==> config.mk <==
export PLATFORM = sky130hd
export DESIGN_NAME = rv_mc_core
export DESIGN_NICKNAME = d
export VERILOG_FILES = /design/src/hdl/isa_pkg.sv /design/src/hdl/ctrl_pkg.sv /design/src/hdl/control_unit.sv /design/src/hdl/datapath_unit.sv /design/src/hdl/wb_bus_bridge.sv /design/src/hdl/rv_mc_core.sv
export VERILOG_INCLUDE_DIRS = /design/src /design/src/include
export SDC_FILE = /design/constraint.sdc
export NUM_CORES = 2
export LEC_CHECK = 0
export BUFFER_PORTS_ARGS = -buffer_cell sky130_fd_sc_hd__clkbuf_2
export CAP_MARGIN = 20
export CELL_PAD_IN_SITES_DETAIL_PLACEMENT = 1
export CELL_PAD_IN_SITES_GLOBAL_PLACEMENT = 2
export CORE_ASPECT_RATIO = 0.5
export CORE_MARGIN = 2
export CORE_UTILIZATION = 47
export CTS_BUF_LIST = sky130_fd_sc_hd__clkbuf_8 sky130_fd_sc_hd__clkbuf_16
export DETAILED_ROUTE_END_ITERATION = 12
export GPL_TIMING_DRIVEN = 1
export PLACE_DENSITY = 0.8
export SLEW_MARGIN = 20
export SYNTH_ARGS = -nofsm -noshare
export SYNTH_HDL_FRONTEND = slang
export SYNTH_SLANG_ARGS = --single-unit
==> constraint.sdc <==
create_clock -name clk -period 11.1 [get_ports clk]
set_clock_uncertainty 0.1 [all_clocks]
set_input_delay 2.22 -clock clk [delete_from_list [all_inputs] [get_ports clk]]
set_output_delay 2.22 -clock clk [all_outputs]
set_load 0.02 [all_outputs]
==> src/include/core_settings.svh <==
// ~~~~~~~~~~~~~~~~~~~~~~~~~~~~~~
// Core build settings
// Reset address, trap behaviour, register file size
// ~~~~~~~~~~~~~~~~~~~~~~~~~~~~~~
`ifndef CORE_SETTINGS_SVH
`define CORE_SETTINGS_SVH

// First instruction fetch after rst_n releases
`define CORE_RESET_ADDR 32'h0000_0000

// Integer registers, x0 included and tied to zero
`define CORE_NUM_REGS 32

// Trap behaviour is fixed. Any trap parks the sequencer in HALT
// with the cause held on trap_cause until the next reset, and no
// further bus cycle is started.

`endif

==> src/hdl/isa_pkg.sv <==
// ~~~~~~~~~~~~~~~~~~~~~~~~~~~~~~
// RV32I encodings: opcodes, funct3 codes,
// ALU operations, immediate formats
// ~~~~~~~~~~~~~~~~~~~~~~~~~~~~~~
package isa_pkg;

  // Major opcodes the core accepts
  typedef enum logic [6:0] {
    OPC_LUI    = 7'b0110111,
    OPC_AUIPC  = 7'b0010111,
    OPC_JAL    = 7'b1101111,
    OPC_JALR   = 7'b1100111,
    OPC_BRANCH = 7'b1100011,
    OPC_LOAD   = 7'b0000011,
    OPC_STORE  = 7'b0100011,
    OPC_OP_IMM = 7'b0010011,
    OPC_OP     = 7'b0110011
  } opcode_e;

  typedef enum logic [2:0] {
    F3_ADD  = 3'b000,  // ADD/SUB
    F3_SLL  = 3'b001,
    F3_SLT  = 3'b010,
    F3_SLTU = 3'b011,
    F3_XOR  = 3'b100,
    F3_SR   = 3'b101,  // SRL/SRA by bit 30
    F3_OR   = 3'b110,
    F3_AND  = 3'b111
  } alu_f3_e;

  localparam logic [2:0] F3_WORD = 3'b010;  // Only LW/SW width

  typedef enum logic [2:0] {
    BR_BEQ  = 3'b000,
    BR_BNE  = 3'b001,
    BR_BLT  = 3'b100,
    BR_BGE  = 3'b101,
    BR_BLTU = 3'b110,
    BR_BGEU = 3'b111
  } branch_e;

  typedef enum logic [3:0] {
    ALU_ADD, ALU_SUB, ALU_SLL, ALU_SLT, ALU_SLTU, ALU_XOR,
    ALU_SRL, ALU_SRA, ALU_OR, ALU_AND, ALU_PASS_B
  } alu_op_e;

  typedef enum logic [2:0] {IMM_I, IMM_S, IMM_B, IMM_U, IMM_J} imm_fmt_e;

endpackage

==> src/hdl/ctrl_pkg.sv <==
// ~~~~~~~~~~~~~~~~~~~~~~~~~~~~~~
// Control types: sequencer states,
// datapath selects, trap causes
// ~~~~~~~~~~~~~~~~~~~~~~~~~~~~~~
package ctrl_pkg;

  typedef enum logic [2:0] {
    ST_FETCH,
    ST_DECODE,
    ST_EXECUTE,
    ST_MEM,
    ST_WRITEBACK,
    ST_HALT
  } state_e;

  typedef enum logic [1:0] {
    SRC_A_RS1,
    SRC_A_PC,
    SRC_A_OLD_PC  // PC of the instruction in IR
  } src_a_e;

  typedef enum logic [1:0] {SRC_B_RS2, SRC_B_IMM, SRC_B_FOUR} src_b_e;

  typedef enum logic [1:0] {
    RES_ALU,
    RES_LOAD,
    RES_PC4  // Link value, PC register already advanced
  } result_e;

  typedef enum logic [1:0] {
    TRAP_NONE,
    TRAP_ILLEGAL,
    TRAP_MISALIGNED,
    TRAP_BUS_ERR
  } trap_cause_e;

endpackage

==> src/hdl/control_unit.sv <==
// ~~~~~~~~~~~~~~~~~~~~~~~~~~~~~~
// Multicycle sequencer and decode
// ~~~~~~~~~~~~~~~~~~~~~~~~~~~~~~
`timescale 1ns/1ns

module control_unit (
  input  logic                      clk,
  input  logic                      rst_n,
  input  logic [31:0]               instr,
  input  logic                      alu_zero,
  input  logic                      alu_lt,
  input  logic                      addr_misaligned,
  input  logic                      mem_done,
  input  logic                      mem_err,
  output logic                      pc_write,
  output logic                      old_pc_write,
  output logic                      ir_write,
  output logic                      reg_write,
  output logic                      alu_out_write,
  output isa_pkg::alu_op_e          alu_op,
  output isa_pkg::imm_fmt_e         imm_fmt,
  output ctrl_pkg::src_a_e          src_a,
  output ctrl_pkg::src_b_e          src_b,
  output ctrl_pkg::result_e         result_sel,
  output logic                      mem_req,
  output logic                      mem_we,
  output logic                      instr_retired,
  output logic                      trap,
  output ctrl_pkg::trap_cause_e     trap_cause
);

  ctrl_pkg::state_e      state_q, state_d;
  ctrl_pkg::trap_cause_e cause_q, cause_d;
  isa_pkg::opcode_e      opcode;
  isa_pkg::alu_op_e      arith_op, cmp_op;
  logic [2:0]            funct3;
  logic                  take, take_q;
  logic                  busy_q;  // Request issued, waiting for done/err

  function automatic isa_pkg::alu_op_e alu_decode(input logic [2:0] f3, input logic alt,
                                                 input logic reg_op);
    isa_pkg::alu_op_e op;
    case (isa_pkg::alu_f3_e'(f3))
      isa_pkg::F3_ADD:  op = (alt && reg_op) ? isa_pkg::ALU_SUB : isa_pkg::ALU_ADD;
      isa_pkg::F3_SLL:  op = isa_pkg::ALU_SLL;
      isa_pkg::F3_SLT:  op = isa_pkg::ALU_SLT;
      isa_pkg::F3_SLTU: op = isa_pkg::ALU_SLTU;
      isa_pkg::F3_XOR:  op = isa_pkg::ALU_XOR;
      isa_pkg::F3_SR:   op = alt ? isa_pkg::ALU_SRA : isa_pkg::ALU_SRL;
      isa_pkg::F3_OR:   op = isa_pkg::ALU_OR;
      default:          op = isa_pkg::ALU_AND;
    endcase
    return op;
  endfunction

  function automatic logic is_legal(input logic [31:0] word);
    logic ok;
    case (isa_pkg::opcode_e'(word[6:0]))
      isa_pkg::OPC_LUI, isa_pkg::OPC_AUIPC, isa_pkg::OPC_JAL,
      isa_pkg::OPC_OP_IMM, isa_pkg::OPC_OP:    ok = 1'b1;
      isa_pkg::OPC_JALR:                       ok = (word[14:12] == 3'b000);
      isa_pkg::OPC_BRANCH:                     ok = (word[14:13] != 2'b01);
      isa_pkg::OPC_LOAD, isa_pkg::OPC_STORE:   ok = (word[14:12] == isa_pkg::F3_WORD);
      default:                                 ok = 1'b0;
    endcase
    return ok;
  endfunction

  assign opcode   = isa_pkg::opcode_e'(instr[6:0]);
  assign funct3   = instr[14:12];
  assign arith_op = alu_decode(funct3, instr[30], opcode == isa_pkg::OPC_OP);
  // EQ/NE compare by subtraction, the others by set-less-than
  assign cmp_op   = !funct3[2] ? isa_pkg::ALU_SUB :
                    (funct3[1] ? isa_pkg::ALU_SLTU : isa_pkg::ALU_SLT);

  always_comb begin
    case (isa_pkg::branch_e'(funct3))
      isa_pkg::BR_BEQ:                   take = alu_zero;
      isa_pkg::BR_BNE:                   take = !alu_zero;
      isa_pkg::BR_BLT, isa_pkg::BR_BLTU: take = alu_lt;
      default:                           take = !alu_lt;  // BGE, BGEU
    endcase
  end

  // One-cycle pulse on the first cycle of FETCH or MEM
  assign mem_req    = ((state_q == ctrl_pkg::ST_FETCH) || (state_q == ctrl_pkg::ST_MEM)) &&
                      !busy_q;
  assign trap       = (state_q == ctrl_pkg::ST_HALT);
  assign trap_cause = cause_q;

  always_comb begin
    state_d       = state_q;
    cause_d       = cause_q;
    pc_write      = 1'b0;
    old_pc_write  = 1'b0;
    ir_write      = 1'b0;
    reg_write     = 1'b0;
    alu_out_write = 1'b0;
    alu_op        = isa_pkg::ALU_ADD;
    imm_fmt       = isa_pkg::IMM_I;
    src_a         = ctrl_pkg::SRC_A_RS1;
    src_b         = ctrl_pkg::SRC_B_RS2;
    result_sel    = ctrl_pkg::RES_ALU;
    mem_we        = 1'b0;
    instr_retired = 1'b0;
    case (state_q)
      ctrl_pkg::ST_FETCH: begin
        ir_write = 1'b1;  // Held all of FETCH, steers mem_addr to PC
        src_a    = ctrl_pkg::SRC_A_PC;
        src_b    = ctrl_pkg::SRC_B_FOUR;
        if (mem_err) begin
          state_d = ctrl_pkg::ST_HALT;
          cause_d = ctrl_pkg::TRAP_BUS_ERR;
        end else if (mem_done) begin
          pc_write     = 1'b1;
          old_pc_write = 1'b1;
          state_d      = ctrl_pkg::ST_DECODE;
        end
      end
      ctrl_pkg::ST_DECODE: begin
        if (is_legal(instr)) begin
          state_d = ctrl_pkg::ST_EXECUTE;
        end else begin
          state_d = ctrl_pkg::ST_HALT;
          cause_d = ctrl_pkg::TRAP_ILLEGAL;
        end
      end
      ctrl_pkg::ST_EXECUTE: begin
        alu_out_write = 1'b1;
        state_d       = ctrl_pkg::ST_WRITEBACK;
        case (opcode)
          isa_pkg::OPC_OP:     alu_op = arith_op;
          isa_pkg::OPC_OP_IMM: begin
            src_b  = ctrl_pkg::SRC_B_IMM;
            alu_op = arith_op;
          end
          isa_pkg::OPC_LUI: begin
            src_b   = ctrl_pkg::SRC_B_IMM;
            imm_fmt = isa_pkg::IMM_U;
            alu_op  = isa_pkg::ALU_PASS_B;
          end
          isa_pkg::OPC_AUIPC: begin
            src_a   = ctrl_pkg::SRC_A_OLD_PC;
            src_b   = ctrl_pkg::SRC_B_IMM;
            imm_fmt = isa_pkg::IMM_U;
          end
          isa_pkg::OPC_JAL, isa_pkg::OPC_JALR: begin
            // Link and jump share this edge, PC still holds old PC + 4
            src_a = (opcode == isa_pkg::OPC_JAL) ? ctrl_pkg::SRC_A_OLD_PC :
                                                   ctrl_pkg::SRC_A_RS1;
            src_b         = ctrl_pkg::SRC_B_IMM;
            imm_fmt       = (opcode == isa_pkg::OPC_JAL) ? isa_pkg::IMM_J : isa_pkg::IMM_I;
            pc_write      = 1'b1;
            reg_write     = 1'b1;
            result_sel    = ctrl_pkg::RES_PC4;
            instr_retired = 1'b1;
            state_d       = ctrl_pkg::ST_FETCH;
          end
          isa_pkg::OPC_BRANCH: alu_op = cmp_op;
          default: begin  // LW or SW, decode let nothing else through
            src_b   = ctrl_pkg::SRC_B_IMM;
            imm_fmt = (opcode == isa_pkg::OPC_STORE) ? isa_pkg::IMM_S : isa_pkg::IMM_I;
            if (addr_misaligned) begin
              state_d = ctrl_pkg::ST_HALT;
              cause_d = ctrl_pkg::TRAP_MISALIGNED;
            end else begin
              state_d = ctrl_pkg::ST_MEM;
            end
          end
        endcase
      end
      ctrl_pkg::ST_MEM: begin
        mem_we = (opcode == isa_pkg::OPC_STORE);
        if (mem_err) begin
          state_d = ctrl_pkg::ST_HALT;
          cause_d = ctrl_pkg::TRAP_BUS_ERR;
        end else if (mem_done) begin
          instr_retired = mem_we;  // A store ends here
          state_d       = mem_we ? ctrl_pkg::ST_FETCH : ctrl_pkg::ST_WRITEBACK;
        end
      end
      ctrl_pkg::ST_WRITEBACK: begin
        instr_retired = 1'b1;
        state_d       = ctrl_pkg::ST_FETCH;
        case (opcode)
          isa_pkg::OPC_BRANCH: begin
            src_a    = ctrl_pkg::SRC_A_OLD_PC;
            src_b    = ctrl_pkg::SRC_B_IMM;
            imm_fmt  = isa_pkg::IMM_B;
            pc_write = take_q;
          end
          isa_pkg::OPC_LOAD: begin
            reg_write  = 1'b1;
            result_sel = ctrl_pkg::RES_LOAD;
          end
          default: reg_write = 1'b1;
        endcase
      end
      default: ;  // HALT until reset
    endcase
  end

  always_ff @(posedge clk or negedge rst_n) begin
    if (!rst_n) begin
      state_q <= ctrl_pkg::ST_FETCH;
      cause_q <= ctrl_pkg::TRAP_NONE;
      take_q  <= 1'b0;
      busy_q  <= 1'b0;
    end else begin
      state_q <= state_d;
      cause_q <= cause_d;
      if (state_q == ctrl_pkg::ST_EXECUTE) take_q <= take;  // Branch outcome for WRITEBACK
      if (mem_req) begin
        busy_q <= 1'b1;
      end else if (mem_done || mem_err) begin
        busy_q <= 1'b0;
      end
    end
  end

endmodule

==> src/hdl/datapath_unit.sv <==
// ~~~~~~~~~~~~~~~~~~~~~~~~~~~~~~
// PC, IR, register file, immediates,
// ALU and result selection
// ~~~~~~~~~~~~~~~~~~~~~~~~~~~~~~
`timescale 1ns/1ns
`include "core_settings.svh"

module datapath_unit (
  input  logic                  clk,
  input  logic                  rst_n,
  input  logic                  pc_write,
  input  logic                  old_pc_write,
  input  logic                  ir_write,
  input  logic                  reg_write,
  input  logic                  alu_out_write,
  input  isa_pkg::alu_op_e      alu_op,
  input  isa_pkg::imm_fmt_e     imm_fmt,
  input  ctrl_pkg::src_a_e      src_a,
  input  ctrl_pkg::src_b_e      src_b,
  input  ctrl_pkg::result_e     result_sel,
  input  logic [31:0]           mem_rdata,
  input  logic                  mem_done,
  output logic [31:0]           instr,
  output logic [31:0]           pc,
  output logic [31:0]           mem_addr,
  output logic [31:0]           mem_wdata,
  output logic                  alu_zero,
  output logic                  alu_lt,
  output logic                  addr_misaligned
);

  logic [31:0] pc_q, old_pc_q, ir_q;
  logic [31:0] alu_out_q, load_q;
  logic [31:0] regs [0:`CORE_NUM_REGS-1];
  logic [4:0]  rs1_idx, rs2_idx, rd_idx;
  logic [31:0] rs1_val, rs2_val;
  logic [31:0] imm, op_a, op_b, alu_result, result;
  logic [4:0]  shamt;

  assign rs1_idx = ir_q[19:15];
  assign rs2_idx = ir_q[24:20];
  assign rd_idx  = ir_q[11:7];

  // x0 reads as zero, its storage is never written
  assign rs1_val = (rs1_idx == 5'd0) ? 32'd0 : regs[rs1_idx];
  assign rs2_val = (rs2_idx == 5'd0) ? 32'd0 : regs[rs2_idx];

  always_comb begin
    case (imm_fmt)
      isa_pkg::IMM_S: imm = {{20{ir_q[31]}}, ir_q[31:25], ir_q[11:7]};
      isa_pkg::IMM_B: imm = {{19{ir_q[31]}}, ir_q[31], ir_q[7], ir_q[30:25], ir_q[11:8], 1'b0};
      isa_pkg::IMM_U: imm = {ir_q[31:12], 12'd0};
      isa_pkg::IMM_J: imm = {{11{ir_q[31]}}, ir_q[31], ir_q[19:12], ir_q[20], ir_q[30:21], 1'b0};
      default:        imm = {{20{ir_q[31]}}, ir_q[31:20]};
    endcase
  end

  always_comb begin
    case (src_a)
      ctrl_pkg::SRC_A_PC:     op_a = pc_q;
      ctrl_pkg::SRC_A_OLD_PC: op_a = old_pc_q;
      default:                op_a = rs1_val;
    endcase
    case (src_b)
      ctrl_pkg::SRC_B_IMM:  op_b = imm;
      ctrl_pkg::SRC_B_FOUR: op_b = 32'd4;
      default:              op_b = rs2_val;
    endcase
  end

  assign shamt = op_b[4:0];

  always_comb begin
    case (alu_op)
      isa_pkg::ALU_SUB:    alu_result = op_a - op_b;
      isa_pkg::ALU_SLL:    alu_result = op_a << shamt;
      isa_pkg::ALU_SLT:    alu_result = {31'd0, $signed(op_a) < $signed(op_b)};
      isa_pkg::ALU_SLTU:   alu_result = {31'd0, op_a < op_b};
      isa_pkg::ALU_XOR:    alu_result = op_a ^ op_b;
      isa_pkg::ALU_SRL:    alu_result = op_a >> shamt;
      isa_pkg::ALU_SRA:    alu_result = $unsigned($signed(op_a) >>> shamt);
      isa_pkg::ALU_OR:     alu_result = op_a | op_b;
      isa_pkg::ALU_AND:    alu_result = op_a & op_b;
      isa_pkg::ALU_PASS_B: alu_result = op_b;
      default:             alu_result = op_a + op_b;
    endcase
  end

  assign alu_zero        = (alu_result == 32'd0);
  assign alu_lt          = (alu_op == isa_pkg::ALU_SLTU) ? (op_a < op_b) :
                                                           ($signed(op_a) < $signed(op_b));
  assign addr_misaligned = |alu_result[1:0];  // Word accesses only

  always_comb begin
    case (result_sel)
      ctrl_pkg::RES_LOAD: result = load_q;
      ctrl_pkg::RES_PC4:  result = pc_q;
      default:            result = alu_out_q;
    endcase
  end

  always_ff @(posedge clk or negedge rst_n) begin
    if (!rst_n) begin
      pc_q <= `CORE_RESET_ADDR;
    end else if (pc_write) begin
      pc_q <= {alu_result[31:1], 1'b0};  // JALR clears bit 0
    end
  end

  always_ff @(posedge clk) begin
    if (old_pc_write) old_pc_q <= pc_q;
    if (ir_write && mem_done) ir_q <= mem_rdata;
    if (!ir_write && mem_done) load_q <= mem_rdata;  // Data phase completion
    if (alu_out_write) alu_out_q <= alu_result;
    if (reg_write && (rd_idx != 5'd0)) regs[rd_idx] <= result;
  end

  // ir_write is high for the whole fetch, so it doubles as the fetch flag
  assign mem_addr  = ir_write ? pc_q : alu_out_q;
  assign mem_wdata = rs2_val;
  assign instr     = ir_q;
  assign pc        = pc_q;

endmodule

==> src/hdl/wb_bus_bridge.sv <==
// ~~~~~~~~~~~~~~~~~~~~~~~~~~~~~~
// Core request port to Wishbone classic
// ~~~~~~~~~~~~~~~~~~~~~~~~~~~~~~
`timescale 1ns/1ns

module wb_bus_bridge (
  input  logic        clk,
  input  logic        rst_n,
  input  logic        mem_req,
  input  logic        mem_we,
  input  logic [31:0] mem_addr,
  input  logic [31:0] mem_wdata,
  output logic        mem_done,
  output logic        mem_err,
  output logic [31:0] mem_rdata,
  output logic        wb_cyc,
  output logic        wb_stb,
  output logic        wb_we,
  output logic [31:0] wb_adr,
  output logic [3:0]  wb_sel,
  output logic [31:0] wb_wdata,
  input  logic [31:0] wb_rdata,
  input  logic        wb_ack,
  input  logic        wb_err
);

  logic cyc_q, we_q, done_q, err_q;

  always_ff @(posedge clk or negedge rst_n) begin
    if (!rst_n) begin
      cyc_q  <= 1'b0;
      we_q   <= 1'b0;
      done_q <= 1'b0;
      err_q  <= 1'b0;
    end else begin
      done_q <= 1'b0;
      err_q  <= 1'b0;
      if (cyc_q) begin
        if (wb_ack || wb_err) begin  // Ack wins if both
          cyc_q  <= 1'b0;
          we_q   <= 1'b0;
          done_q <= wb_ack;
          err_q  <= !wb_ack;
        end
      end else if (mem_req) begin
        cyc_q <= 1'b1;
        we_q  <= mem_we;
      end
    end
  end

  always_ff @(posedge clk) begin
    if (!cyc_q && mem_req) begin
      wb_adr   <= mem_addr;
      wb_wdata <= mem_wdata;
    end
    if (cyc_q && wb_ack) mem_rdata <= wb_rdata;
  end

  assign wb_cyc   = cyc_q;
  assign wb_stb   = cyc_q;
  assign wb_we    = we_q;
  assign wb_sel   = 4'hf;  // Word accesses only
  assign mem_done = done_q;
  assign mem_err  = err_q;

endmodule

==> src/hdl/rv_mc_core.sv <==
// ~~~~~~~~~~~~~~~~~~~~~~~~~~~~~~
// Multicycle RV32I core top level
// ~~~~~~~~~~~~~~~~~~~~~~~~~~~~~~
`timescale 1ns/1ns

module rv_mc_core (
  input  logic                  clk,
  input  logic                  rst_n,
  output logic                  wb_cyc,
  output logic                  wb_stb,
  output logic                  wb_we,
  output logic [31:0]           wb_adr,
  output logic [3:0]            wb_sel,
  output logic [31:0]           wb_wdata,
  input  logic [31:0]           wb_rdata,
  input  logic                  wb_ack,
  input  logic                  wb_err,
  output logic [31:0]           pc,
  output logic                  instr_retired,
  output logic                  trap,
  output ctrl_pkg::trap_cause_e trap_cause
);

  logic [31:0]        instr;
  logic               alu_zero, alu_lt, addr_misaligned;
  logic               pc_write, old_pc_write, ir_write, reg_write, alu_out_write;
  isa_pkg::alu_op_e   alu_op;
  isa_pkg::imm_fmt_e  imm_fmt;
  ctrl_pkg::src_a_e   src_a;
  ctrl_pkg::src_b_e   src_b;
  ctrl_pkg::result_e  result_sel;

  // Internal memory port between the three blocks
  logic               mem_req, mem_we, mem_done, mem_err;
  logic [31:0]        mem_addr, mem_wdata, mem_rdata;

  // Port names match the nets above one to one
  control_unit control_unit_i (.*);

  datapath_unit datapath_unit_i (.*);

  wb_bus_bridge wb_bus_bridge_i (.*);

endmodule

# --- After elaboration in Yosys (flattened, before gate mapping) ---
# Memories as Yosys holds them, arrays and structs flattened. A register that Yosys moved wholly into a read port is not among the register bits.
# Cells that the tools add are included.
totals:
  register_bits: 265
  ram_bits: 1024
  inputBits: 36
  out_inout_bits: 107
  elab_cells: 195
  mem_count: 1
classes:
  n_addsub: 2
  n_lt_le_gt_ge: 2
  eq_ne: 48
  n_shift: 3
  muxes: 78
  n_bitwise: 3
  reduce_logical: 41
mem_list:
  columns: ["name", "depth", "width", "rd", "rd_ports_with_merged_regs", "write_ports", "line", "source"]
  rows:
  - ["datapath_unit_i.regs", 32, 32, 2, 2, 1, "datapath_unit.sv:34", "logic [31:0] regs [0:`CORE_NUM_REGS-1];"]
ops:
  columns: ["operator", "count"]
  rows:
  - ["$pmux 32 s10", 1]
  - ["$pmux 32 s2", 3]
  - ["$pmux 31 s4", 1]
  - ["$mux 32", 3]
  - ["$lt 32x32->1", 2]
  - ["$mux 1", 33]
  - ["$add 32x32->32", 1]
  - ["$and 32x32->32", 1]
  - ["$logic_not 32->1", 1]
  - ["$or 32x32->32", 1]
  - ["$shl 32x5->32", 1]
  - ["$shr 32x5->32", 1]
  - ["$sshr 32x5->32", 1]
  - ["$sub 32x32->32", 1]
  - ["$xor 32x32->32", 1]
  - ["$pmux 4 s7", 1]
  - ["$mux 3", 9]
  - ["$eq 7x6->1 const B", 3]
  - ["$eq 7x7->1 const B", 3]
  - ["$eq 3x2->1 const B", 6]
  - ["$eq 3x3->1 const B", 6]
  - ["$pmux 2 s3", 3]
  - ["$eq 4x3->1 const B", 4]
  - ["$mux 2", 8]
  - ["other kinds (36)", 82]

# --- Depth between registers and ports, before layout ---
logic_depth:
  ltp_word: 13
  ltp_mapped: 35
  mapped_depth_nobuf: 29

# --- Cells and area by module ---
# A second synthesis with hierarchy kept.
hier_totals:
  hier_cells: 4459
  hier_area_um2: 68261.7
modules_own_cells:
  columns: ["module", "instances", "cells_each", "area_per_inst_um2", "seq_area_each_um2"]
  rows:
  - ["datapath_unit", 1, 4214, 64202.8, 35539.1]
  - ["wb_bus_bridge", 1, 116, 3095.5, 2982.9]
  - ["control_unit", 1, 129, 963.4, 175.2]

# --- Least setup slack after synthesis ---
# No wires, ideal clock.
synth_path:
  kind: "register to register"
  from: "register control_unit_i.state_q[0]"
  to: "register control_unit_i.take_q"
  setup_time_ns: 0.125
  arrival_time_ns: 7.852
  required_time_ns: 10.875
  setup_slack_ns: 3.023
  stages_incl_launch_ff: 34
  path_buffers: 7
  synth_period_minus_slack_ns: 8.077
  path_cell_list: "dfrtp_1 -> buf_2 -> or3b_1 -> buf_2 -> clkinv_1 -> a21oi_1 -> nor2_1 -> a21oi_1 -> ha_1 -> clkbuf_1 -> nor2b_1 -> clkbuf_1 -> clkbuf_1 -> o31a_1 -> clkbuf_1 -> a21oi_1 -> ha_1 -> clkbuf_1 -> nand2_1 -> o21ai_0 -> o31a_1 -> o21ai_0 -> o311a_1 -> o41ai_1 -> a21oi_1 -> o21bai_1 -> or2_2 -> a32oi_1 -> nor4_1 -> nand2_1 -> nor4_1 -> nand4_1 -> mux2i_1 -> o211a_1"
synth_between:
  elab_chain_len: 10
  word_cells_on_any_way: 44
  cone_classes: "add/sub: 2; order compare: 2; eq/ne: 20; shift: 3; mux: 10; bitwise: 3; reduce/logical: 4"
synth_lines:
  columns: ["item", "line", "source"]
  rows:
  - ["from (decl)", "control_unit.sv:32", "ctrl_pkg::state_e state_q, state_d;"]
  - ["from (signal assigned)", "control_unit.sv:205", "state_q <= ctrl_pkg::ST_FETCH;"]
  - ["from (signal assigned)", "control_unit.sv:210", "state_q <= state_d;"]
  - ["$eq 3x3->1 or $eq 3x2->1 (tied branches)", "control_unit.sv:106, control_unit.sv:212", null]
  - ["$pmux 3 s2", "control_unit.sv:106", "case (state_q)"]
  - ["$eq 3x3->1 (tied with other cells)", "datapath_unit.sv:49", "case (imm_fmt)"]
  - ["$pmux 31 s4", "datapath_unit.sv:49", null]
  - ["$pmux 32 s2", "datapath_unit.sv:64", "case (src_b)"]
  - ["$add 32x32->32 (tied with other cells)", "datapath_unit.sv:85", "default: alu_result = op_a + op_b;"]
  - ["$pmux 32 s10", "datapath_unit.sv:74", "case (alu_op)"]
  - ["$logic_not 32->1", "datapath_unit.sv:89", "assign alu_zero = (alu_result == 32'd0);"]
  - ["$logic_not 1->1", "control_unit.sv:79", "isa_pkg::BR_BNE: take = !alu_zero;"]
  - ["$pmux 1 s3", "control_unit.sv:77", "case (isa_pkg::branch_e'(funct3))"]
  - ["to (signal assigned)", "control_unit.sv:212", "if (state_q == ctrl_pkg::ST_EXECUTE) take_q <= take;"]
  - ["to (decl)", "control_unit.sv:37", "logic take, take_q;"]
# Several ways; a longest one is shown, not always the timed one.
# A chain may end at the register's enable or synchronous reset.

# --- Worst setup path in the final report ---
# Ends and elaborated chain as after synthesis.

==> run summary <==
status = finished, final reports clean
hold buffer count at CTS = 0
placed insts = 6299
Slew @ Worst Pin = 1.29 ns
total wire length = 270000 µm
clk sinks = 1299
cell taking the most area after synthesis = edfxtp_1
cell area after layout = 75300 µm²
Comb power frac = 2.7%
post-CTS sizing = 0
Die W = 541 µm
Setup crit end kind = flop
Nets = 4661
shortest period the worst path allows = 9.81 ns
Area Growth Syn to Fin = 11.0%
CTS tree = done
unrepaired setup endpoints after global routing = false
min-delay worst type = flop to flop
share of cells above drive strength 1 = 27.3%
Post-synth ARST share = 3.23%
WHS = 0.374 ns
slowest stage delay, CP = 0.93 ns
R2R Path End = control_unit_i.take_q
hold path cells = 0
type of origin of the critical path = flop
Finished Layout Cells = 6525
worst r2r src = control_unit_i.state_q[0]
Yosys top cell area share = 55.2%
setup bufs post-CTS = 0
Reg clk slew, reported paths = 0.07 ns
Critical path buffers and inverters = 3
1st-pass router iterations = 6
Port Buffers = 137
Final Hold Fails = 0
synth unique cells = 95
dpl cell area = 71300 µm²
Worst Path Required = 11.67 ns
Max-Cap Viols = 0
pins over their slew limit = 0
WL met2 = 118000 µm
fmax = 102 MHz
first-pass GRT wire length = 374000 µm
clk buf depth = 3
Clk Tree Root Cell = clkbuf_16
top area cells in the synthesized netlist = edfxtp_1 55%, mux4_2 19%, mux2i_1 3.6%
Worst-Skew Late Latency = 0.78 ns
DP Wirelength = 180000 µm
GR Overflow Total = 0
Seq pwr share = 55.5%
Psw = 2.19 mW
Crit Path Category = flop to flop
Vias = 47300
period utilisation layout = 88.4%
IO Pins = 143
Hold Path End = datapath_unit_i.load_q[29]
# rows = 98
wl on met1 = 102000 µm
Worst Reg-to-Reg Cells = 27
cell family with most CP delay = compound AO/OA/AOI/OAI gates
DR top layer = met5
sequential area share after synthesis = 57.0%
CP most frequent cell = a21oi_1
DRC = 0
DR WL met3 = 39100 µm
r2r setup slk = 1.29 ns
slew margin rel. = 13.3%
Worst path slowest cell = o22ai_1
initial core utilization = 47.4%
Syn. warnings = 0
P_int = 7.69 mW
Post-Syn Area per Cell = 15.5 µm²
Worst IR Drop VDD = 0.000127 V
gpl congestion = 0.996
worst-path fanout max = 20
largest net degree at the start of global routing = 100
initial antenna violation count = 16
Num CTS Buffers = 119
Die Span Y = 273 µm
H-tree Lvls = 3
leakage power = 25.3 nW
Clk pwr share = 41.9%
final antenna-violating net count = 0
sw frac = 22.2%
GR Util All Layers = 36.3%
final setup fails = 0
die area = 148000 µm²
Post-synth EDFFs = 1247
Post-Syn Instances = 4392
Via density = 7.25
average wire per standard cell = 41.4 µm
Mapped Area = 67900 µm²
dominant synthesized flop cell = edfxtp_1
pwr dens = 131 nW/µm²
core box area = 143000 µm²
Setup TNS = 0 ns
Worst Path Arrival = 10.38 ns
vias in the first global route = 47200
hold path startpoint = wb_bus_bridge_i.mem_rdata[29]
flops & latches, synth = 1299
Starting DRT DRC Count = 7294
## state kept, by name, indices dropped and copies added (netlist names), 3 cells and up, named ones only
register                   flops
datapath_unit_i.regs        1024
datapath_unit_i.alu_out_q     32
datapath_unit_i.instr         32
datapath_unit_i.load_q        32
wb_bus_bridge_i.mem_rdata     32
wb_bus_bridge_i.wb_adr        32
wb_bus_bridge_i.wb_wdata      32
datapath_unit_i.old_pc_q      31
datapath_unit_i.pc            31
control_unit_i.state_q         3
## cell families after synthesis
logic type / count (synthesis) / share of synthesized area (%)
DFF: 1299 / 57.0
adders and majority gates: 105 / 1.96
and+or+nand+nor: 765 / 5.34
other: 2 / 0.0111
xor gates and xnor gates: 20 / 0.258
muxes: 877 / 23.4
AOI/OAI and AO/OA: 870 / 8.97
buffers and inverters: 454 / 3.11
## layer usage
layer / up-vias / track usage (%)
met5: - / 0
met4: 10 / 12.4
met2: 3420 / 53.6
met1: 25000 / 49.9
met3: 591 / 13.1
li1: 18300 / -
## worst register-to-register path: stages, from the launching register on
cell and delay [ns]:
dfrtp_1 0.67, or3b_1 0.43, clkinv_1 0.67, nand2_1 0.50
o22ai_1 0.14, a21oi_1 0.41, ha_1 0.71, a22oi_1 0.20
o22ai_1 0.93, ha_1 0.49, nor3_1 0.14, a21oi_1 0.17
o21ai_0 0.15, o21ai_0 0.51, and4_1 0.28, a2111oi_0 0.06
buf_4 0.18, a21oi_1 0.54, o31ai_1 0.17, a311oi_1 0.31
a31oi_1 0.11, nor3b_1 0.62, nand4_1 0.29, nor4_1 0.31
buf_4 0.22, nand4_1 0.10, mux2i_1 0.19, o211a_1 0.16
## stage by stage
stage	setup WS, ns	power [mW]	util, %
2_1_floorplan	3.02	5.68	-
3_3_place_gp	1.20	5.83	49.8
3_5_place_dp	1.61	5.83	49.9
4_1_cts	1.61	9.89	52.5
5_1_grt	0.872	10.1	52.6
6_report	1.29	9.87	52.7
## layout make-up
class,instances,area (µm²)
Clock inverter,102,840
Multi-Input combinational cell,2674,27900
Tap cell,1900,2380
Clock buffer,120,3000
Timing Repair Buffer,309,2090
Fill cell,13400,67700
Inverter,117,439
Antenna cell,4,10.0
Sequential cell,1299,38700
## synth_stat cells, types with 42 or more instances
cell type     n
nor2_1      236
nand2_1     226
inv_1       112
o22ai_1      58
nor3_1       72
buf_2       102
o21ai_0     135
mux2_2       71
a21oi_1     151
ha_1        103
mux4_2      559
mux2i_1     247
clkbuf_1    146
edfxtp_1   1247
a22oi_1     107
dfrtp_1      42
a211oi_1     78
## worst max-delay path by stage
stage                     slack, ns                 startpoint  cells past startpoint                    end
after floorplan                3.02  control_unit_i.state_q[0]                     33  control_unit_i.take_q
after global placement         1.20  control_unit_i.state_q[0]                     29  control_unit_i.take_q
after detailed placement       1.61  control_unit_i.state_q[0]                     26  control_unit_i.take_q
after CTS                      1.61  control_unit_i.state_q[0]                     26  control_unit_i.take_q
after global routing           0.87  control_unit_i.state_q[0]                     26  control_unit_i.take_q
final                          1.29  control_unit_i.state_q[0]                     27  control_unit_i.take_q
## power by group through the flow
stage / Sequential, mW / Combinational (mW) / Clock, mW
6_report: 5.48 / 0.262 / 4.14
5_1_grt: 5.47 / 0.274 / 4.33
4_1_cts: 5.47 / 0.258 / 4.16
3_5_place_dp: 5.58 / 0.257 / 0
3_3_place_gp: 5.57 / 0.253 / 0
2_1_floorplan: 5.57 / 0.113 / 0
## placed cells by master, fill, tap and decap left out, drive strengths merged, types with 37 or more instances in the layout
| cell | synthesis | routed |
|---|---|---|
| edfxtp | 1247 | 1247 |
| mux4 | 559 | 559 |
| clkbuf | 146 | 257 |
| mux2i | 247 | 247 |
| nor2 | 236 | 236 |
| nand2 | 226 | 226 |
| buf | 191 | 172 |
| a21oi | 153 | 153 |
| o21ai | 144 | 144 |
| inv | 116 | 140 |
| a22oi | 107 | 107 |
| ha | 103 | 103 |
| a211oi | 78 | 78 |
| nor3 | 72 | 72 |
| mux2 | 71 | 71 |
| clkinv | 1 | 65 |
| o22ai | 58 | 58 |
| dfrtp | 42 | 42 |
| nand3 | 41 | 41 |
| conb | 2 | 37 |
Power figures use the tool's default switching activity.
